File: config.mk
export PLATFORM = sky130hd
export DESIGN_NAME = reorder_buffer
export DESIGN_NICKNAME = d
export VERILOG_FILES = /design/src/logic/core_pkg.sv /design/src/logic/reorder_buffer.sv
export SDC_FILE = /design/constraint.sdc
export NUM_CORES = 1
export LEC_CHECK = 0
export ABC_AREA = 1
export BUFFER_PORTS_ARGS = -buffer_cell sky130_fd_sc_hd__buf_2
export CORE_ASPECT_RATIO = 1.2
export CORE_UTILIZATION = 64
export CTS_BUF_LIST = sky130_fd_sc_hd__clkbuf_8
export DETAILED_ROUTE_END_ITERATION = 8
export GPL_TIMING_DRIVEN = 0
export PLACE_DENSITY = 0.82
export SLEW_MARGIN = 15
export SYNTH_ARGS = -nofsm -noshare
export SYNTH_HDL_FRONTEND = slang
export SYNTH_SLANG_ARGS = --single-unit
File: constraint.sdc
create_clock -name clk -period 3.35 [get_ports clk]
set_input_delay 0.5025 -clock clk [delete_from_list [all_inputs] [get_ports clk]]
set_output_delay 0.5025 -clock clk [all_outputs]
set_load 0.02 [all_outputs]
File: src/logic/core_pkg.sv
// core sizes, alpha operate encodings, alu op codes, instruction word views
package core_pkg;

	// ====================
	// sizes
	localparam int XLEN       = 64;
	localparam int NUM_AREG   = 32;
	localparam int AREG_IDX_W = 5;
	localparam int NUM_PREG   = 64;
	localparam int PREG_IDX_W = 6;
	localparam logic [AREG_IDX_W-1:0] ZERO_REG = 5'd31; // r31, pinned to preg 0
	localparam int ROB_DEPTH  = 16;
	localparam int ROB_IDX_W  = 4;
	localparam int IQ_DEPTH   = 8;
	localparam int IQ_IDX_W   = 3;
	localparam int DQ_DEPTH   = 4; // = credits held by the source after reset
	localparam int DQ_IDX_W   = 2;

	// ====================
	// alpha major opcodes and function codes
	localparam logic [5:0] OPC_INTA  = 6'h10; // add, sub, compares
	localparam logic [5:0] OPC_INTL  = 6'h11; // logic
	localparam logic [5:0] OPC_INTS  = 6'h12; // shifts
	localparam logic [6:0] FN_ADDQ   = 7'h20;
	localparam logic [6:0] FN_SUBQ   = 7'h29;
	localparam logic [6:0] FN_CMPEQ  = 7'h2d;
	localparam logic [6:0] FN_CMPULT = 7'h1d;
	localparam logic [6:0] FN_AND    = 7'h00;
	localparam logic [6:0] FN_BIS    = 7'h20;
	localparam logic [6:0] FN_XOR    = 7'h40;
	localparam logic [6:0] FN_SLL    = 7'h39;
	localparam logic [6:0] FN_SRL    = 7'h34;

	// ====================
	// internal alu ops
	localparam int ALU_OP_W = 4;
	localparam logic [ALU_OP_W-1:0] ALU_NOP    = 4'd0; // illegal words, result 0
	localparam logic [ALU_OP_W-1:0] ALU_ADD    = 4'd1;
	localparam logic [ALU_OP_W-1:0] ALU_SUB    = 4'd2;
	localparam logic [ALU_OP_W-1:0] ALU_CMPEQ  = 4'd3;
	localparam logic [ALU_OP_W-1:0] ALU_CMPULT = 4'd4;
	localparam logic [ALU_OP_W-1:0] ALU_AND    = 4'd5;
	localparam logic [ALU_OP_W-1:0] ALU_BIS    = 4'd6;
	localparam logic [ALU_OP_W-1:0] ALU_XOR    = 4'd7;
	localparam logic [ALU_OP_W-1:0] ALU_SLL    = 4'd8;
	localparam logic [ALU_OP_W-1:0] ALU_SRL    = 4'd9;

	// operate word, bit 12 picks which view holds operand b
	typedef union packed {
		struct packed {
			logic [5:0] opcode;
			logic [4:0] ra;
			logic [4:0] rb;
			logic [2:0] sbz;    // unused in register form
			logic       is_lit;
			logic [6:0] func;
			logic [4:0] rc;
		} r;
		struct packed {
			logic [5:0] opcode;
			logic [4:0] ra;
			logic [7:0] lit;    // zero extended by the alu
			logic       is_lit;
			logic [6:0] func;
			logic [4:0] rc;
		} l;
	} inst_u;

endpackage

File: src/logic/reorder_buffer.sv
// reorder buffer, completion marks, in-order retire and old tag release
`timescale 1ns/1ps

module reorder_buffer import core_pkg::*; (
	input  logic                  clk,
	input  logic                  rst_n_i,
	input  logic                  dispatch_en_i,
	input  logic [AREG_IDX_W-1:0] areg_i,
	input  logic [PREG_IDX_W-1:0] new_tag_i,
	input  logic [PREG_IDX_W-1:0] old_tag_i,
	input  logic                  illegal_i,
	input  logic                  cdb_valid_i,
	input  logic [ROB_IDX_W-1:0]  cdb_rob_idx_i,
	output logic                  full_o,
	output logic [ROB_IDX_W-1:0]  tail_idx_o,
	output logic                  retire_valid_o,
	output logic [AREG_IDX_W-1:0] retire_areg_o,
	output logic [PREG_IDX_W-1:0] retire_tag_o,
	output logic                  retire_illegal_o,
	output logic                  free_valid_o,
	output logic [PREG_IDX_W-1:0] free_tag_o
);

	logic [AREG_IDX_W-1:0] rob_areg [ROB_DEPTH];
	logic [PREG_IDX_W-1:0] rob_new  [ROB_DEPTH];
	logic [PREG_IDX_W-1:0] rob_old  [ROB_DEPTH];
	logic [ROB_DEPTH-1:0]  rob_ill;
	logic [ROB_DEPTH-1:0]  rob_done;
	logic [ROB_IDX_W-1:0]  head;
	logic [ROB_IDX_W-1:0]  tail;
	logic [ROB_IDX_W:0]    count;
	logic                  retire;

	// ====================
	// pointers and done bits
	assign retire = (count != '0) && rob_done[head]; // one per cycle

	always_ff @(posedge clk or negedge rst_n_i) begin
		if (!rst_n_i) begin
			head     <= '0;
			tail     <= '0;
			count    <= '0;
			rob_done <= '0;
		end else begin
			if (cdb_valid_i) rob_done[cdb_rob_idx_i] <= 1'b1;
			if (dispatch_en_i) begin
				rob_done[tail] <= 1'b0;
				tail           <= tail + 1'b1;
			end
			if (retire) head <= head + 1'b1;
			count <= count + {{ROB_IDX_W{1'b0}}, dispatch_en_i}
				- {{ROB_IDX_W{1'b0}}, retire};
		end
	end

	always_ff @(posedge clk) begin
		if (dispatch_en_i) begin
			rob_areg[tail] <= areg_i;
			rob_new[tail]  <= new_tag_i;
			rob_old[tail]  <= old_tag_i;
			rob_ill[tail]  <= illegal_i;
		end
	end

	// ====================
	// retire side
	assign full_o           = (count == ROB_DEPTH);
	assign tail_idx_o       = tail;
	assign retire_valid_o   = retire;
	assign retire_areg_o    = rob_areg[head];
	assign retire_tag_o     = rob_new[head]; // value read from the third prf port
	assign retire_illegal_o = rob_ill[head];
	assign free_valid_o     = retire && (rob_old[head] != '0); // tag 0 is never freed
	assign free_tag_o       = rob_old[head];

endmodule

==> metrics.cfg <==
[status]
outcome=completed

[finish]
layout-drive-gt1-share_pct=14.9
area_delta_synth_final_pct=12.8
fin_cells=1474
nNetsFinal=1216

[timing]
min_period_ps=3340
hold_viol_final=0
setup_violations=0
whs_ps=193
post-route-period-util_pct=99.6
fmax_mhz=300
rsz0062_at_grt=no
relSlewSlack_pct=37.5
drv_slew=0
worst_pin_slew_ps=935
skew_ps=25.9

[synth]
synth.most_common_cell=edfxtp_1
synth.distinct_cells=28
synth_area_per_cell_um2=12.1
yosysTopAreaCell=edfxtp_1
async_flop_share_pct=9.15
synthCells=1076
synth-edff-count=288
yosys_most_used_dff=edfxtp_1
ys_top_cells_by_count=288 x edfxtp_1, 174 x nand2_1, 148 x nor2_1, 100 x o21ai_0, 84 x nand3_1
syn_nets=1114
ys_seq_elements=317
seq_area_frac_synth_pct=71.7
yosysTopAreaCellShare_pct=66.2
yosysWarningCount=0
yosys-top-cells-area=edfxtp_1 66%, dfrtp_1 5.6%, nand2_1 5.0%
synth_area_mm2=0.0131

[setup_path]
cp_slowest_cell=clkbuf_1
crit_fanout=10
cp-start-kind=register
critPathMostFrequentCell=clkbuf_1
crit_chain=inv_1 > clkbuf_1 > clkbuf_1 > nand3_1 > nand2_1 > buf_2
cpLargestDelayFamily=buffers and inverters
worstSetupStartpoint=head[3]
cp.buffers_inverters=4
worstPathArrival_ps=2830
rr_startpoint=head[0]
required_ps=2850
cp-end-kind=output pin
worstSetupPathType=reg2out
slowest_delay_ps=610

[floorplan]
dieWidth_um=132
die_y_um=159
row_count=56
fp.coreArea_mm2=0.0198
ios=51
dieArea_mm2=0.0210
start_util_pct=66.1

[global_route]
grt_max_degree=30
grt_first_pass_wirelength_um=54000
antenna_found_initial=0
gr-total-overflow=0
grt_usage_pct=35.8
grt_pass1_vias=9474

[route]
via_count=9497
vias_per_cell=6.44
wirelength_um=36600
drt_iter0_markers=1321
postRouteAntennaNets=0
drcViolationCount=0
firstDrtPassIters=8
wire_per_inst_um=24.8

[clock_network]
cts_tree=yes
htree_levels=2
path_clk_slew_ps=70
clock_latency_ps=570
cts_root_buf=clkbuf_8
cts_setup_buffers=0
cts_made_buffers=47
clock-sinks=317
cts_buffer_depth=3

[min_path]
hold_path.class=in2reg
min-delay-start=dispatch_en_i

[placed_design]
io_buffers=50
dp_hpwl_um=21600
gp_congestion=0.840
dp_cells=1391

[pwr]
ir_drop_mv=0.589
power_density_mw_per_mm2=923
p_leak_uw=0.00555

[run]
drv_cap=0

-- worst reg2reg max path: cells and delay by family, from the launching register on --
kind	cells	cell delay, ps
adder cells (fa/ha/maj)	3	840
AND/OR/NAND/NOR	6	450
buffers and inverters	5	690
AO/OA/AOI/OAI	3	370
XOR/XNOR	1	140
flip-flops	1	450
-- report_power, final --
group | internal (µW) | switching [µW] | leakage [µW] | total, µW
Combinational | 1590 | 3980 | 0.00211 | 5580
Sequential | 4860 | 224 | 0.00295 | 5090
Clock | 1490 | 1460 | 0.000497 | 2950
Total | 7940 | 5670 | 0.00555 | 13600
-- placed cells by master (no fill, tap or decap), types with 16 or more instances in the layout --
master      n
edfxtp_1  288
dfrtp_1    29
o221ai_1   36
o21ai_0   100
buf_2      67
nor2_4     16
inv_1      88
nand2_1   174
nor2_1    132
nand3_1    84
clkbuf_8   48
-- flip-flops by register name, summed over array words and instances, names as in the netlist --
name / cells
rob_new: 96
rob_old: 96
rob_areg: 80
rob_done: 16
rob_ill: 16
count: 5
head: 4
tail_idx_o: 4
-- what timing repair did --
| item | 4_1_cts | 5_1_grt |
|---|---|---|
| hold endpoints to repair | 29 | 0 |
| endpoints found under the setup margin | 11 | 12 |
| cloned | 0 | 0 |
| hold buffers | 1 | 0 |
| gates resized for setup | 5 | 11 |
-- logic make-up (layout without fill, tap and decap cells) --
| logic type | count (synthesis) | in the layout | synth area share (%) |
|---|---|---|---|
| buffers and inverters | 138 | 274 | 4.94 |
| xor gates and xnor gates | 9 | 9 | 0.603 |
| and+or+nand+nor | 411 | 411 | 12.7 |
| AOI/OAI and AO/OA | 189 | 189 | 8.85 |
| DFF | 317 | 317 | 71.7 |
| other | 0 | 1 | 0 |
| adders and majority gates | 12 | 12 | 1.21 |
-- worst paths after layout --
| path | cells after the start | slack (ps) | endpoint |
|---|---|---|---|
| max | 6 | 10 | retire_illegal_o |
| min | 2 | 190 | count[0] |
| max reg2reg | 18 | 290 | count[4] |
| min reg2reg | 2 | 500 | rob_done[9] |
| max in group asynchronous | 2 | 2410 | rob_done[4] |
| min in group asynchronous | 2 | 510 | tail_idx_o[1] |
-- cell type report --
cell class	instances	area [µm²]
Clock inverter	35	200
Clock buffer	48	661
Multi-Input combinational cell	621	3170
Timing Repair Buffer	55	358
Antenna cell	1	2.50
Sequential cell	317	9370
Buffer	60	367
Inverter	76	287
Tap cell	261	327
Fill cell	1260	5020
-- per-stage QoR --
step	cell area [µm²]	total power, µW	setup TNS [ps]	worst slack [ps]	utilization, %
floorplan	13100	8440	0	702	-
global placement	13600	10200	-3680	-125	69.1
detailed placement	13900	10500	0	385	70.2
CTS	14700	13400	0	1.11	74.6
global route	14700	14100	0	14.8	74.6
finish	14700	13600	0	14.6	74.6
-- per-layer routing --
metal / global-route usage (%) / wire length [µm]
met3: 7.20 / 4090
met4: 22.3 / 2010
met1: 42.8 / 12600
met2: 60.6 / 17900
met5: 0 / 0
Power figures use the tool's default switching activity.
