`config.mk`:
```
export PLATFORM = sky130hd
export DESIGN_NAME = issue_queue
export DESIGN_NICKNAME = d
export VERILOG_FILES = /design/src/logic/core_pkg.sv /design/src/logic/issue_queue.sv
export SDC_FILE = /design/constraint.sdc
export NUM_CORES = 1
export LEC_CHECK = 0
export BUFFER_PORTS_ARGS = -buffer_cell sky130_fd_sc_hd__buf_2
export CAP_MARGIN = 25
export CORE_UTILIZATION = 54
export DETAILED_ROUTE_END_ITERATION = 10
export GPL_TIMING_DRIVEN = 1
export PLACE_DENSITY = 0.83
export SLEW_MARGIN = 25
export SYNTH_ARGS = -nofsm -noshare
export SYNTH_HDL_FRONTEND = slang
export SYNTH_SLANG_ARGS = --single-unit
```
`constraint.sdc`:
```
create_clock -name clk -period 4.3 [get_ports clk]
set_input_delay 0.215 -clock clk [delete_from_list [all_inputs] [get_ports clk]]
set_output_delay 0.215 -clock clk [all_outputs]
set_load 0.02 [all_outputs]
```
`src/logic/core_pkg.sv`:
```
// core sizes, alpha operate encodings, alu op codes, instruction word views
package core_pkg;

	// ====================
	// sizes
	localparam int XLEN       = 64;
	localparam int NUM_AREG   = 32;
	localparam int AREG_IDX_W = 5;
	localparam int NUM_PREG   = 64;
	localparam int PREG_IDX_W = 6;
	localparam logic [AREG_IDX_W-1:0] ZERO_REG = 5'd31; // r31, pinned to preg 0
	localparam int ROB_DEPTH  = 16;
	localparam int ROB_IDX_W  = 4;
	localparam int IQ_DEPTH   = 8;
	localparam int IQ_IDX_W   = 3;
	localparam int DQ_DEPTH   = 4; // = credits held by the source after reset
	localparam int DQ_IDX_W   = 2;

	// ====================
	// alpha major opcodes and function codes
	localparam logic [5:0] OPC_INTA  = 6'h10; // add, sub, compares
	localparam logic [5:0] OPC_INTL  = 6'h11; // logic
	localparam logic [5:0] OPC_INTS  = 6'h12; // shifts
	localparam logic [6:0] FN_ADDQ   = 7'h20;
	localparam logic [6:0] FN_SUBQ   = 7'h29;
	localparam logic [6:0] FN_CMPEQ  = 7'h2d;
	localparam logic [6:0] FN_CMPULT = 7'h1d;
	localparam logic [6:0] FN_AND    = 7'h00;
	localparam logic [6:0] FN_BIS    = 7'h20;
	localparam logic [6:0] FN_XOR    = 7'h40;
	localparam logic [6:0] FN_SLL    = 7'h39;
	localparam logic [6:0] FN_SRL    = 7'h34;

	// ====================
	// internal alu ops
	localparam int ALU_OP_W = 4;
	localparam logic [ALU_OP_W-1:0] ALU_NOP    = 4'd0; // illegal words, result 0
	localparam logic [ALU_OP_W-1:0] ALU_ADD    = 4'd1;
	localparam logic [ALU_OP_W-1:0] ALU_SUB    = 4'd2;
	localparam logic [ALU_OP_W-1:0] ALU_CMPEQ  = 4'd3;
	localparam logic [ALU_OP_W-1:0] ALU_CMPULT = 4'd4;
	localparam logic [ALU_OP_W-1:0] ALU_AND    = 4'd5;
	localparam logic [ALU_OP_W-1:0] ALU_BIS    = 4'd6;
	localparam logic [ALU_OP_W-1:0] ALU_XOR    = 4'd7;
	localparam logic [ALU_OP_W-1:0] ALU_SLL    = 4'd8;
	localparam logic [ALU_OP_W-1:0] ALU_SRL    = 4'd9;

	// operate word, bit 12 picks which view holds operand b
	typedef union packed {
		struct packed {
			logic [5:0] opcode;
			logic [4:0] ra;
			logic [4:0] rb;
			logic [2:0] sbz;    // unused in register form
			logic       is_lit;
			logic [6:0] func;
			logic [4:0] rc;
		} r;
		struct packed {
			logic [5:0] opcode;
			logic [4:0] ra;
			logic [7:0] lit;    // zero extended by the alu
			logic       is_lit;
			logic [6:0] func;
			logic [4:0] rc;
		} l;
	} inst_u;

endpackage

```
`src/logic/issue_queue.sv`:
```
// reservation entries, cdb wakeup and lowest-index ready select
`timescale 1ns/1ps

module issue_queue import core_pkg::*; (
	input  logic                  clk,
	input  logic                  rst_n_i,
	input  logic                  dispatch_en_i,
	input  logic [PREG_IDX_W-1:0] opa_tag_i,
	input  logic [PREG_IDX_W-1:0] opb_tag_i,
	input  logic                  opa_rdy_i,
	input  logic                  opb_rdy_i,
	input  logic [PREG_IDX_W-1:0] dest_tag_i,
	input  logic [ROB_IDX_W-1:0]  rob_idx_i,
	input  logic [ALU_OP_W-1:0]   alu_op_i,
	input  logic                  use_lit_i,
	input  logic [7:0]            lit_i,
	input  logic                  cdb_valid_i,
	input  logic [PREG_IDX_W-1:0] cdb_tag_i,
	output logic                  full_o,
	output logic                  iss_valid_o,
	output logic [PREG_IDX_W-1:0] iss_opa_tag_o,
	output logic [PREG_IDX_W-1:0] iss_opb_tag_o,
	output logic [PREG_IDX_W-1:0] iss_dest_tag_o,
	output logic [ROB_IDX_W-1:0]  iss_rob_idx_o,
	output logic [ALU_OP_W-1:0]   iss_alu_op_o,
	output logic                  iss_use_lit_o,
	output logic [7:0]            iss_lit_o
);

	logic [IQ_DEPTH-1:0]   ent_vld;
	logic [IQ_DEPTH-1:0]   ent_rdy_a;
	logic [IQ_DEPTH-1:0]   ent_rdy_b;
	logic [IQ_DEPTH-1:0]   ent_use_lit;
	logic [PREG_IDX_W-1:0] ent_opa  [IQ_DEPTH];
	logic [PREG_IDX_W-1:0] ent_opb  [IQ_DEPTH];
	logic [PREG_IDX_W-1:0] ent_dest [IQ_DEPTH];
	logic [ROB_IDX_W-1:0]  ent_rob  [IQ_DEPTH];
	logic [ALU_OP_W-1:0]   ent_op   [IQ_DEPTH];
	logic [7:0]            ent_lit  [IQ_DEPTH];
	logic [IQ_IDX_W-1:0]   free_idx;
	logic [IQ_IDX_W-1:0]   iss_idx;
	logic                  iss_hit;

	// ====================
	// select, scanned from the top so the lowest index wins
	always_comb begin
		free_idx = '0;
		iss_idx  = '0;
		iss_hit  = 1'b0;
		for (int i = IQ_DEPTH - 1; i >= 0; i--) begin
			if (!ent_vld[i]) free_idx = IQ_IDX_W'(i);
			// literal form waits on ra only
			if (ent_vld[i] && ent_rdy_a[i] && (ent_rdy_b[i] || ent_use_lit[i])) begin
				iss_idx = IQ_IDX_W'(i);
				iss_hit = 1'b1;
			end
		end
	end

	always_ff @(posedge clk or negedge rst_n_i) begin
		if (!rst_n_i) begin
			ent_vld   <= '0;
			ent_rdy_a <= '0;
			ent_rdy_b <= '0;
		end else begin
			for (int i = 0; i < IQ_DEPTH; i++) begin // wakeup at the edge
				if (cdb_valid_i && ent_opa[i] == cdb_tag_i) ent_rdy_a[i] <= 1'b1;
				if (cdb_valid_i && ent_opb[i] == cdb_tag_i) ent_rdy_b[i] <= 1'b1;
			end
			if (iss_hit) ent_vld[iss_idx] <= 1'b0;
			if (dispatch_en_i) begin // free slot, never the issuing one
				ent_vld[free_idx]   <= 1'b1;
				ent_rdy_a[free_idx] <= opa_rdy_i; // already cdb-forwarded
				ent_rdy_b[free_idx] <= opb_rdy_i;
			end
		end
	end

	always_ff @(posedge clk) begin
		if (dispatch_en_i) begin
			ent_opa[free_idx]     <= opa_tag_i;
			ent_opb[free_idx]     <= opb_tag_i;
			ent_dest[free_idx]    <= dest_tag_i;
			ent_rob[free_idx]     <= rob_idx_i;
			ent_op[free_idx]      <= alu_op_i;
			ent_use_lit[free_idx] <= use_lit_i;
			ent_lit[free_idx]     <= lit_i;
		end
	end

	assign full_o         = &ent_vld;
	assign iss_valid_o    = iss_hit;
	assign iss_opa_tag_o  = ent_opa[iss_idx];
	assign iss_opb_tag_o  = ent_opb[iss_idx];
	assign iss_dest_tag_o = ent_dest[iss_idx];
	assign iss_rob_idx_o  = ent_rob[iss_idx];
	assign iss_alu_op_o   = ent_op[iss_idx];
	assign iss_use_lit_o  = ent_use_lit[iss_idx];
	assign iss_lit_o      = ent_lit[iss_idx];

endmodule

```
==> flow_summary_export.csv <==
group,metric,value,unit
run_status,outcome,"completed",
floorplanning,start_util,0.553,
clock_tree,cts_max_level,1,
critical_path,path_buf_inv,2,
clock_tree,clockRootBuffer,"clkbuf_16",
floorplanning,dieHeight,155,um
clock_tree,clock_sinks,304,
global_routing,grt_pass1_vias,8201,
synth,synthCells,811,
synth,syn_area,0.0126,mm2
synth,synth_ff_type,"edfxtp_1",
timing,clock_skew,0.00684,ns
detailed_routing,ant_nets,0,
critical_path,end_kind,"output port",
detailed_routing,routed_wl,30100,um
synth,synth_area_leaders,"edfxtp_1 67%, dfrtp_1 4.8%, mux2i_1 3.4%",
final_layout,stdcell_count,1271,
timing,rsz0062_at_grt,"false",
synth,synth-edff-count,280,
clock_tree,cts_buffers,30,
floorplanning,dieArea,0.0239,mm2
timing,relSlewSlack,0.451,
timing,tns,0,ns
final_layout,finish.net_count,981,
synth,ys_seq_area_frac,0.715,
clock_tree,clk_path_buf_depth,3,
critical_path,required,4.09,ns
timing,finalHoldViolCount,0,
synth,netlist_top_cells_count,"280 x edfxtp_1, 52 x nand2_1, 48 x xnor2_1, 48 x xor2_1, 46 x a21oi_1",
critical_path,startpoint_type,"flip-flop",
detailed_routing,firstDrtPassIters,6,
detailed_routing,via_per_inst,6.29,
floorplanning,core-area,0.0228,mm2
timing,tightest_slew,0.817,ns
critical_path,critPathMaxStageDelay,0.62,ns
timing,min_period,3.65,ns
clock_tree,clk_pin_slew,0.06,ns
critical_path,cp_max_fo,17,
timing,timing.fmax,274,MHz
synth,avgSynthCellArea,15.5,um2
clock_tree,insertion_delay,0.55,ns
critical_path,arrival,3.43,ns
timing,final-max-slew-violation-count,0,
placed_design,dp.cells,1176,
placed_design,port_buffers,83,
detailed_routing,wl_per_cell,23.7,um
synth,async_reset_ff_frac,0.0789,
placed_design,dp_hpwl,18200,um
placed_design,globalplace.congestion,0.909,
synth,yosysMostFrequentCell,"edfxtp_1",
detailed_routing,drt_iter0_markers,937,
global_routing,antenna_found_initial,0,
critical_path,worstSetupPathType,"reg2out",
floorplanning,num_rows,55,
floorplanning,ios,84,
power_and_ir_drop,ir_drop,641,uV
detailed_routing,drc,0,
synth,synth.distinct_cells,43,
critical_path,crit_top_cell,"and4_4",
power_and_ir_drop,p_per_area,791,mW/mm2
clock_tree,cts_tree,"yes",
detailed_routing,vias,7997,
synth,synth_top_cell_by_area,"edfxtp_1",
global_routing,grt_overflow,0,
critical_path,crit_chain,"o211ai_1 -> and4_4 -> and4_4 -> and2_1 -> buf_4 -> a222oi_1 -> nand2_1 -> buf_2",
global_routing,grt_util_all_layers,0.256,
power_and_ir_drop,power.leakage,5.22,nW
floorplanning,die_w,155,um
job,cap_violations,0,
critical_path,cp_slowest_cell,"and2_1",
final_layout,drive_gt1_frac,0.176,
global_routing,grt_max_degree,42,
timing,finalCritPeriodShare,0.849,
timing,holdWs,0.198,ns
synth,syn_nets,858,
clock_tree,cts_resized,0,
final_layout,diodes,0,
synth,synthDominantCellAreaShare,0.667,
timing,timing.final.setup_violations,0,
critical_path,path_delay_family,"simple AND/OR/NAND/NOR gates",
synth,ys_ff_latch,304,
global_routing,grt_pass1_wl,46600,um
final_layout,area_growth,18.0,%
synth,ys_warn_count,0,
worst_hold_path,hold_class,"in2async",
[report_power, final]
part           internal [mW]  total [mW]  switching, mW
clock network           1.62        2.72           1.11
logic                   1.80        5.06           3.26
registers               3.72        3.98          0.252
[cell usage in the layout, fill, tap and decap left out, drive strengths merged, types with 2 or more instances in the layout]
master       netlist  layout
a21o               2       2
nor4              17      17
o21ai             10      10
clkinv             0      13
mux2i             43      43
o211a              3       3
a222oi            34      34
nor2b              2       2
nor2              19      19
a211oi             2       2
nand4             17      17
bufinv             0       5
xor2              48      48
inv                8       6
and4               2       2
dfrtp             24      24
and2               3       3
a221oi            35      35
o22a              34      34
clkbuf            31      34
nand2             52      52
nor3               7       7
clkinvlp           0       6
o22ai              2       2
a21oi             46      46
xnor2             48      48
o211ai             9       9
dlygate4sd3        0      38
buf               20     104
edfxtp           280     280
[layer usage]
layer	global-route usage	share of wire	up-vias
met5	0	0	-
met4	0.0858	0.026	0
met3	0.0527	0.098	71
met2	0.413	0.47	466
met1	0.351	0.40	3972
li1	-	-	3488
[worst paths after layout]
check                                         end  slack [ns]  depth (start not counted)                     start
hold / removal             ent_rdy_b[6]$_DFF_PN0_        0.20                          2                   rst_n_i
setup reg to reg           ent_op[4][0]$_DFFE_PP_        1.45                          7      ent_vld[6]$_DFF_PN0_
hold reg to reg            ent_rdy_a[2]$_DFF_PN0_        0.57                          2    ent_rdy_a[2]$_DFF_PN0_
setup / recovery                     iss_lit_o[0]        0.65                          8  ent_use_lit[3]$_DFFE_PP_
min in group clk             ent_vld[2]$_DFF_PN0_        0.20                          3             dispatch_en_i
max in group asynchronous  ent_rdy_b[3]$_DFF_PN0_        3.72                          2                   rst_n_i
[cell families (layout without fill, tap and decap cells)]
group | count (synthesis) | count (layout) | synth area share
buffers and inverters | 59 | 206 | 0.0216
AND/OR/NAND/NOR | 125 | 125 | 0.0483
flip-flops | 304 | 304 | 0.715
AO/OA/AOI/OAI | 184 | 184 | 0.114
multiplexers | 43 | 43 | 0.0342
XOR/XNOR | 96 | 96 | 0.0667
[timing repair]
action                                 4_1_cts  5_1_grt
endpoints found under the hold margin      306        0
hold buffers                                38        0
buffers inserted                             0        0
[stage by stage]
stage	area [um2]	setup WS, ns	power (mW)	utilization
2_1_floorplan	12600	0.318	7.31	-
3_3_place_gp	13400	1.40	8.86	0.588
3_5_place_dp	13400	1.33	8.98	0.589
4_1_cts	14800	0.669	11.7	0.651
5_1_grt	14900	0.508	12.3	0.653
6_report	14900	0.650	11.8	0.653
[state kept, by name, summed over array words and instances, names as in the netlist]
| signal | flops |
|---|---|
| ent_vld | 8 |
| ent_opa | 48 |
| ent_dest | 48 |
| ent_rdy_a | 8 |
| ent_lit | 64 |
| ent_use_lit | 8 |
| ent_rob | 32 |
| ent_rdy_b | 8 |
| ent_opb | 48 |
| ent_op | 32 |
[layout make-up]
class | count | area (um2)
inverter | 8 | 30.0
multi-input combinational | 448 | 3400
clock inverter | 22 | 253
clock buffer | 34 | 787
timing repair buffer | 142 | 993
fill | 1566 | 7910
sequential | 304 | 9010
tap | 313 | 392
No activity file was read; power rests on OpenSTA's default activity.
