--- src/logic/core_pkg.sv ---
// core sizes, alpha operate encodings, alu op codes, instruction word views
package core_pkg;

	// ====================
	// sizes
	localparam int XLEN       = 64;
	localparam int NUM_AREG   = 32;
	localparam int AREG_IDX_W = 5;
	localparam int NUM_PREG   = 64;
	localparam int PREG_IDX_W = 6;
	localparam logic [AREG_IDX_W-1:0] ZERO_REG = 5'd31; // r31, pinned to preg 0
	localparam int ROB_DEPTH  = 16;
	localparam int ROB_IDX_W  = 4;
	localparam int IQ_DEPTH   = 8;
	localparam int IQ_IDX_W   = 3;
	localparam int DQ_DEPTH   = 4; // = credits held by the source after reset
	localparam int DQ_IDX_W   = 2;

	// ====================
	// alpha major opcodes and function codes
	localparam logic [5:0] OPC_INTA  = 6'h10; // add, sub, compares
	localparam logic [5:0] OPC_INTL  = 6'h11; // logic
	localparam logic [5:0] OPC_INTS  = 6'h12; // shifts
	localparam logic [6:0] FN_ADDQ   = 7'h20;
	localparam logic [6:0] FN_SUBQ   = 7'h29;
	localparam logic [6:0] FN_CMPEQ  = 7'h2d;
	localparam logic [6:0] FN_CMPULT = 7'h1d;
	localparam logic [6:0] FN_AND    = 7'h00;
	localparam logic [6:0] FN_BIS    = 7'h20;
	localparam logic [6:0] FN_XOR    = 7'h40;
	localparam logic [6:0] FN_SLL    = 7'h39;
	localparam logic [6:0] FN_SRL    = 7'h34;

	// ====================
	// internal alu ops
	localparam int ALU_OP_W = 4;
	localparam logic [ALU_OP_W-1:0] ALU_NOP    = 4'd0; // illegal words, result 0
	localparam logic [ALU_OP_W-1:0] ALU_ADD    = 4'd1;
	localparam logic [ALU_OP_W-1:0] ALU_SUB    = 4'd2;
	localparam logic [ALU_OP_W-1:0] ALU_CMPEQ  = 4'd3;
	localparam logic [ALU_OP_W-1:0] ALU_CMPULT = 4'd4;
	localparam logic [ALU_OP_W-1:0] ALU_AND    = 4'd5;
	localparam logic [ALU_OP_W-1:0] ALU_BIS    = 4'd6;
	localparam logic [ALU_OP_W-1:0] ALU_XOR    = 4'd7;
	localparam logic [ALU_OP_W-1:0] ALU_SLL    = 4'd8;
	localparam logic [ALU_OP_W-1:0] ALU_SRL    = 4'd9;

	// operate word, bit 12 picks which view holds operand b
	typedef union packed {
		struct packed {
			logic [5:0] opcode;
			logic [4:0] ra;
			logic [4:0] rb;
			logic [2:0] sbz;    // unused in register form
			logic       is_lit;
			logic [6:0] func;
			logic [4:0] rc;
		} r;
		struct packed {
			logic [5:0] opcode;
			logic [4:0] ra;
			logic [7:0] lit;    // zero extended by the alu
			logic       is_lit;
			logic [6:0] func;
			logic [4:0] rc;
		} l;
	} inst_u;

endpackage

--- src/logic/rename_unit.sv ---
// map table, circular free list and physical ready bits
`timescale 1ns/1ps

module rename_unit import core_pkg::*; (
	input  logic                  clk,
	input  logic                  rst_n_i,
	input  logic                  dispatch_en_i,
	input  logic [AREG_IDX_W-1:0] ra_i,
	input  logic [AREG_IDX_W-1:0] rb_i,
	input  logic [AREG_IDX_W-1:0] rc_i,
	input  logic                  cdb_valid_i,
	input  logic [PREG_IDX_W-1:0] cdb_tag_i,
	input  logic                  free_valid_i,
	input  logic [PREG_IDX_W-1:0] free_tag_i,
	output logic [PREG_IDX_W-1:0] opa_tag_o,
	output logic [PREG_IDX_W-1:0] opb_tag_o,
	output logic                  opa_rdy_o,
	output logic                  opb_rdy_o,
	output logic [PREG_IDX_W-1:0] new_tag_o,
	output logic [PREG_IDX_W-1:0] old_tag_o
);

	logic [PREG_IDX_W-1:0] map_tbl   [NUM_AREG];
	logic [PREG_IDX_W-1:0] free_list [NUM_PREG-NUM_AREG];
	logic [AREG_IDX_W-1:0] fl_head; // 32 free slots, same width as areg index
	logic [AREG_IDX_W-1:0] fl_tail;
	logic [NUM_PREG-1:0]   preg_rdy;
	logic                  alloc;

	assign alloc = (rc_i != ZERO_REG); // r31 never takes a tag

	always_ff @(posedge clk or negedge rst_n_i) begin
		if (!rst_n_i) begin
			for (int i = 0; i < NUM_AREG; i++) begin
				map_tbl[i] <= (i == ZERO_REG) ? '0 : PREG_IDX_W'(i + 1);
			end
			for (int i = 0; i < NUM_PREG - NUM_AREG; i++) begin
				free_list[i] <= PREG_IDX_W'(NUM_AREG + i); // tags 32..63
			end
			fl_head  <= '0;
			fl_tail  <= '0; // list starts full, head == tail
			preg_rdy <= '1;
		end else begin
			if (dispatch_en_i && alloc) begin
				map_tbl[rc_i] <= free_list[fl_head];
				fl_head       <= fl_head + 1'b1;
			end
			// a freed tag is never the one popped this cycle
			if (free_valid_i) begin
				free_list[fl_tail] <= free_tag_i;
				fl_tail            <= fl_tail + 1'b1;
			end
			if (cdb_valid_i) preg_rdy[cdb_tag_i] <= 1'b1;
			if (dispatch_en_i && alloc) preg_rdy[new_tag_o] <= 1'b0;
		end
	end

	// ====================
	// lookup in the dispatch cycle
	assign opa_tag_o = map_tbl[ra_i];
	assign opb_tag_o = map_tbl[rb_i];
	assign opa_rdy_o = preg_rdy[opa_tag_o] | (cdb_valid_i && cdb_tag_i == opa_tag_o);
	assign opb_rdy_o = preg_rdy[opb_tag_o] | (cdb_valid_i && cdb_tag_i == opb_tag_o);
	assign new_tag_o = alloc ? free_list[fl_head] : '0;
	assign old_tag_o = alloc ? map_tbl[rc_i] : '0; // old mapping, freed at retire

endmodule

--- config.mk ---
export PLATFORM = sky130hd
export DESIGN_NAME = rename_unit
export DESIGN_NICKNAME = d
export VERILOG_FILES = /design/src/logic/core_pkg.sv /design/src/logic/rename_unit.sv
export SDC_FILE = /design/constraint.sdc
export NUM_CORES = 1
export LEC_CHECK = 0
export BUFFER_PORTS_ARGS = -buffer_cell sky130_fd_sc_hd__buf_4
export CORE_UTILIZATION = 35
export CTS_CLUSTER_DIAMETER = 50
export DETAILED_ROUTE_END_ITERATION = 8
export GPL_TIMING_DRIVEN = 0
export SLEW_MARGIN = 30
export SYNTH_ARGS = -nofsm -noshare
export SYNTH_HDL_FRONTEND = slang
export SYNTH_SLANG_ARGS = --single-unit
--- constraint.sdc ---
create_clock -name clk -period 7.42 [get_ports clk]
set_input_delay 1.113 -clock clk [delete_from_list [all_inputs] [get_ports clk]]
set_output_delay 1.113 -clock clk [all_outputs]
set_load 0.05 [all_outputs]
==> results of run 1 <==
==> worst max-delay path, stage by stage <==
cell	delay (ns)
clkbuf_1	0.70
clkbuf_1	0.66
mux4_2	0.48
mux4_2	0.56
mux2i_4	0.42
inv_1	0.26
a2111oi_0	0.44
o41ai_1	0.16
nand3_1	0.14
a32o_1	0.14
buf_4	0.19
==> sequential cells by signal, summed over array words and instances (netlist names) <==
name and cells:
map_tbl 192, fl_head 5, fl_tail 5, preg_rdy 64, free_list 192
==> worst min path at each step <==
stage	startpoint	cells past startpoint	slack, ns	end
after floorplan	map_tbl[1]$_DFFE_PN0P_	1	0.46	map_tbl[1]$_DFFE_PN0P_
after global placement	map_tbl[4]$_DFFE_PN0P_	1	0.47	map_tbl[4]$_DFFE_PN0P_
after detailed placement	map_tbl[157]$_DFFE_PN1P_	2	0.49	map_tbl[157]$_DFFE_PN1P_
after CTS	rst_n_i	2	0.49	free_list[112]$_DFFE_PN0P_
after global routing	rst_n_i	2	0.50	free_list[112]$_DFFE_PN0P_
final	rst_n_i	2	0.49	free_list[112]$_DFFE_PN0P_
==> kinds of logic (layout without fill, tap and decap cells) <==
kind of cell / Yosys count / after routing / share of synthesized area, %
xor gates and xnor gates: 16 / 16 / 0.553
buffers and inverters: 206 / 375 / 3.49
DFF: 458 / 458 / 46.5
adders and majority gates: 5 / 5 / 0.247
AOI/OAI and AO/OA: 421 / 421 / 9.28
muxes: 507 / 507 / 32.3
and+or+nand+nor: 432 / 432 / 7.64
==> synth_stat cells, drive strengths merged, types with 13 or more instances <==
cell type | n | share of area, %
nor3 | 23 | 0.45
mux2i | 74 | 3.1
mux2 | 209 | 9.3
buf | 52 | 1.2
nand2 | 156 | 2.3
a211oi | 20 | 0.61
a21oi | 238 | 4.7
dfstp | 256 | 27
xnor2 | 13 | 0.45
o21ai | 106 | 2.1
and2 | 17 | 0.42
nor2 | 155 | 2.3
a22oi | 19 | 0.56
inv | 29 | 0.44
mux4 | 224 | 20
nand3 | 23 | 0.45
clkbuf | 124 | 1.8
dfrtp | 202 | 20
==> routing by layer <==
metal  up-vias  global-route usage (%)
li1       7904                       -
met1      9647                    30.0
met2       839                    36.5
met3       197                    4.07
met4         2                    9.77
met5         -                       0
==> power groups by stage <==
| stage | Sequential, mW | Clock (mW) | Combinational [mW] |
|---|---|---|---|
| floorplan | 4.28 | 0 | 3.66 |
| global placement | 4.49 | 0 | 5.14 |
| detailed placement | 4.57 | 0 | 5.30 |
| CTS | 4.55 | 3.12 | 5.31 |
| global route | 4.70 | 3.22 | 5.69 |
| finish | 4.57 | 3.07 | 5.36 |
==> cell type report <==
type | instances | area share (%)
clock inverters | 30 | 1.33
inverters | 30 | 0.393
well taps | 950 | 4.06
multi-input cells | 1381 | 43.6
flip-flops and latches | 458 | 40.2
clock buffers | 86 | 5.98
plain buffers | 176 | 2.68
repair buffers | 53 | 1.79
==> per-stage QoR <==
stage / setup WS [ns] / utilization (%) / total power, mW / std cells / hold slack [ns]
detailed placement: 1.19 / 37.9 / 9.87 / 3048 / 0.488
global route: 1.07 / 40.9 / 13.6 / 3164 / 0.496
finish: 1.02 / 40.9 / 13.0 / 3164 / 0.489
global placement: 0.676 / 37.6 / 9.63 / 3041 / 0.471
CTS: 1.17 / 40.9 / 13.0 / 3164 / 0.487
floorplan: 2.05 / - / 7.94 / 2045 / 0.456
==> flow_summary.json, run 1 <==
{
  "outcome": "completed",
  "end_kind": "output pin",
  "min_period_ns": 6.40,
  "grt_usage_pct": 22.7,
  "dr.max_layer_used": "met5",
  "clkPwrFrac_pct": 23.6,
  "fin_tns_setup_ns": 0,
  "p_per_area_nw_per_um2": 444,
  "hold_viol_final": 0,
  "power_frac_comb_pct": 41.2,
  "rr_worst_depth": 10,
  "fin_nets": 2198,
  "place_area_sq_um": 27100,
  "syn-instance-count": 2045,
  "min_path_type": "in -> async",
  "ir_drop_v": 0.000324,
  "cts_max_path_buffers": 3,
  "ys_async_sr_fraction_pct": 100,
  "grt_pass1_wl_mm": 125,
  "maxCapViolCount": 0,
  "cts_made_buffers": 61,
  "grt_pass1_vias": 19100,
  "power.share.sequential_pct": 35.2,
  "multi_input_area_sq_um": 12800,
  "synth_edf_count": 0,
  "tightest_slew_ns": 1.06,
  "arrival_ns": 5.29,
  "cp-endpoint": "opb_rdy_o",
  "clock_sinks": 458,
  "rsz0062_at_grt": "false",
  "vias": 18600,
  "ys_types": 66,
  "ctsHoldBuffers": 0,
  "seq_area_sq_um": 11800,
  "rrSetupSlack_ns": 2.91,
  "die_area_sq_um": 73500,
  "die_y_um": 271,
  "p_sw_mw": 5.11,
  "setup_viol": 0,
  "leakage_nw": 11.5,
  "postCtsSetupRepairBufs": 0,
  "syn_area_per_cell_sq_um": 12.4,
  "path_clk_slew_ns": 0.06,
  "insertion_delay_ns": 0.64,
  "r2r-start": "fl_head[1]$_DFFE_PN0P_",
  "overflow": 0,
  "grt_max_degree": 88,
  "fp.coreArea_sq_um": 71600,
  "gp_congestion": 0.967,
  "syn_to_final_growth_pct": 15.6,
  "ys_seq_elements": 458,
  "m1WireLength_mm": 34.0,
  "max-slew-margin-rel_pct": 29.3,
  "setup.worst_path.class": "in -> out",
  "antenna_found_initial": 1,
  "initial_utilization_pct": 35.4,
  "cts_tree": "done",
  "yosysWarningCount": 0,
  "fillers": 6762,
  "antenna_cells": 0,
  "crit_required_ns": 6.31,
  "root_buffer": "clkbuf_16",
  "clock-skew-final_ns": 0.0307,
  "port_buffers": 46,
  "synth_flop_cell": "dfstp_2",
  "dp_hpwl_mm": 59.9,
  "ios": 58,
  "layout_commonest_cell": "dfstp_2",
  "die_w_um": 271,
  "synth_seq_area_share_pct": 46.5,
  "post_drt_via_cell_ratio": 5.88,
  "max_clock_freq_mhz": 156,
  "mostFrequentLayoutCells": "dfstp_2 (256), a21oi_1 (238), mux4_2 (221)",
  "cts_resized": 0,
  "syn_area_sq_um": 25400,
  "final_area_sq_um": 29300,
  "period_share_pct": 86.2,
  "final_antenna_net_count": 0,
  "rows": 98,
  "route.detailed.drc": 0,
  "cp-start-kind": "primary input",
  "worstReg2RegEnd": "preg_rdy[4]$_DFF_PN1_",
  "drtIter0Drc": 1890,
  "drive_above_1_share_pct": 41.4,
  "critical_path_peak_fanout": 10,
  "drt_wl_total_mm": 82.8,
  "switching_share_pct": 39.2,
  "met3_length_mm": 5.74,
  "dr_wl_met2_mm": 39.3,
  "critPathLaunch": "rb_i[1]",
  "wl_per_cell_um": 26.2,
  "cts-htree-levels": 2,
  "first_pass_iters": 6,
  "finalMaxSlewViolations": 0,
  "cell_internal_pwr_mw": 7.91,
  "synth.net_count": 2082
}
Power figures use the tool's default switching activity.
==> run 2: changes to the inputs <==
--- a/config.mk
+++ b/config.mk
@@ -6,9 +6,10 @@
 export NUM_CORES = 1
 export LEC_CHECK = 0
 export BUFFER_PORTS_ARGS = -buffer_cell sky130_fd_sc_hd__buf_4
-export CORE_UTILIZATION = 35
+export CORE_UTILIZATION = 25
 export CTS_CLUSTER_DIAMETER = 50
 export DETAILED_ROUTE_END_ITERATION = 8
+export GPL_ROUTABILITY_DRIVEN = 0
 export GPL_TIMING_DRIVEN = 0
 export SLEW_MARGIN = 30
 export SYNTH_ARGS = -nofsm -noshare
==> run 2 against run 1 <==
Compared with the run above: final area rose by 1.2%; combinational power barely moved; final cell count rose by 13%; largest cell class unchanged.
==> flow_summary.json, run 2 (synthesis results as in run 1) <==
{
  "rsz0062_at_grt": "false",
  "outcome": "completed",
  "seq_area_sq_um": 11800,
  "grt_pass1_wl_mm": 124,
  "drive_above_1_share_pct": 41.1,
  "fin_tns_setup_ns": 0,
  "syn_to_final_growth_pct": 17.0,
  "die_y_um": 320,
  "crit_required_ns": 6.31,
  "drt_wl_total_mm": 82.4,
  "tightest_slew_ns": 1.07,
  "first_pass_iters": 6,
  "wl_per_cell_um": 23.1,
  "drtIter0Drc": 1943,
  "grt_pass1_vias": 18600,
  "cts_made_buffers": 58,
  "fin_nets": 2195,
  "fillers": 10200,
  "final_area_sq_um": 29700,
  "min_path_type": "in -> async",
  "maxCapViolCount": 0,
  "mostFrequentLayoutCells": "dfstp_2 (256), a21oi_1 (238), mux4_2 (221)",
  "ios": 58,
  "clock-skew-final_ns": 0.0403,
  "root_buffer": "clkbuf_16",
  "setup_viol": 0,
  "leakage_nw": 11.4,
  "layout_commonest_cell": "dfstp_2",
  "dp_hpwl_mm": 59.0,
  "cts-htree-levels": 2,
  "crit_family": "buffers and inverters",
  "antenna_found_initial": 1,
  "path_clk_slew_ns": 0.06,
  "crit_slowest_cell": "buf_1",
  "max_clock_freq_mhz": 148,
  "end_kind": "output pin",
  "worst-path-buf-inv": 5,
  "cp_common_cell": "buf_2",
  "cp.depth": 13,
  "overflow": 0,
  "die_area_sq_um": 103000,
  "die_w_um": 320,
  "critical_path.cell_chain": "buf_2, buf_2, buf_2, buf_1, nor2_1, a22oi_1, nand2_2, nor2_1, a22oi_1, a21oi_1, a211oi_1, o32a_1, buf_4",
  "clock_sinks": 458,
  "top_regs": "free_list (192), map_tbl (192), preg_rdy (64)",
  "cts_max_path_buffers": 3,
  "grt_usage_pct": 16.0,
  "place_area_sq_um": 27600,
  "vias": 18500,
  "rr_worst_depth": 9,
  "slowest_delay_ns": 0.66,
  "cts_resized": 0,
  "post_drt_via_cell_ratio": 5.18,
  "critical_path_peak_fanout": 10,
  "insertion_delay_ns": 0.64,
  "hold_viol_final": 0,
  "setup.worst_path.class": "in -> out",
  "arrival_ns": 5.64,
  "ctsHoldBuffers": 0,
  "cts_tree": "done",
  "fp.coreArea_sq_um": 100000,
  "antenna_cells": 0,
  "p_per_area_nw_per_um2": 433,
  "final_antenna_net_count": 0,
  "cp-start-kind": "primary input",
  "grt_max_degree": 85,
  "rows": 116,
  "finalMaxSlewViolations": 0,
  "period_share_pct": 91.0,
  "ir_drop_v": 0.000242,
  "postCtsSetupRepairBufs": 0,
  "min_period_ns": 6.75,
  "initial_utilization_pct": 25.3,
  "port_buffers": 46,
  "route.detailed.drc": 0,
  "max-slew-margin-rel_pct": 28.8,
  "multi_input_area_sq_um": 12800
}
run 2: cell types whose count changed in the layout (fill, tap and decap cells not counted), sizes merged:
cell      previous run  this run
bufinv               6         4
clkbuf             210       200
clkinv              10        13
clkinvlp             3         6
run 2: power by group:
group | total (mW) | switching, mW | internal [mW]
sequential | 4.55 | 0.719 | 3.83
combinational | 5.39 | 3.19 | 2.21
clock | 2.91 | 1.22 | 1.69
total | 12.9 | 5.12 | 7.73
run 2: final cells by class:
type	count	share of cell area (%)
Timing Repair Buffer	53	1.77
Tap cell	1357	5.73
Clock buffer	76	5.40
Inverter	30	0.388
Multi-Input combinational cell	1381	43.1
Buffer	176	2.62
Clock inverter	34	1.30
Sequential cell	458	39.7
run 2: worst reg2reg max path, stage by stage (launching register included):
cell and delay (ns):
dfrtp_1 0.35, buf_1 0.18, clkbuf_1 0.73, mux4_2 0.46, mux4_2 0.55, mux2i_2 0.69, nand2_1 0.17, o21ai_0 0.67
and2_1 0.53, a21oi_1 0.13
run 2: worst paths after layout:
path	start	end	slack (ns)
worst max-delay path	ra_i[1]	opa_rdy_o	0.67
worst min-delay path	rst_n_i	map_tbl[166]$_DFFE_PN0P_	0.39
worst max register to register	fl_head[1]$_DFFE_PN0P_	preg_rdy[32]$_DFF_PN1_	2.85
worst min register to register	map_tbl[157]$_DFFE_PN1P_	map_tbl[157]$_DFFE_PN1P_	0.50
max in group asynchronous	rst_n_i	free_list[11]$_DFFE_PN1P_	5.53
min in group clk	map_tbl[157]$_DFFE_PN1P_	map_tbl[157]$_DFFE_PN1P_	0.50
run 2: through the flow:
step           setup WS (ns)  total power, mW  util (%)  hold WS, ns  std cells
2_1_floorplan           2.05             7.94         -        0.456       2045
3_3_place_gp           0.322             9.69      27.3        0.478       3448
3_5_place_dp           0.817             9.87      27.6        0.488       3455
4_1_cts                0.790             12.8      29.5        0.378       3565
5_1_grt                0.731             13.4      29.6        0.408       3565
6_report               0.670             12.9      29.6        0.394       3565
run 2: layer usage:
| metal | wire (um) | up-vias | track usage [%] |
|---|---|---|---|
| li1 | - | 7897 | - |
| met1 | 34700 | 9574 | 21.8 |
| met2 | 37900 | 824 | 24.8 |
| met3 | 6300 | 170 | 3.36 |
| met4 | 3450 | 2 | 6.28 |
| met5 | 9 | - | 0 |
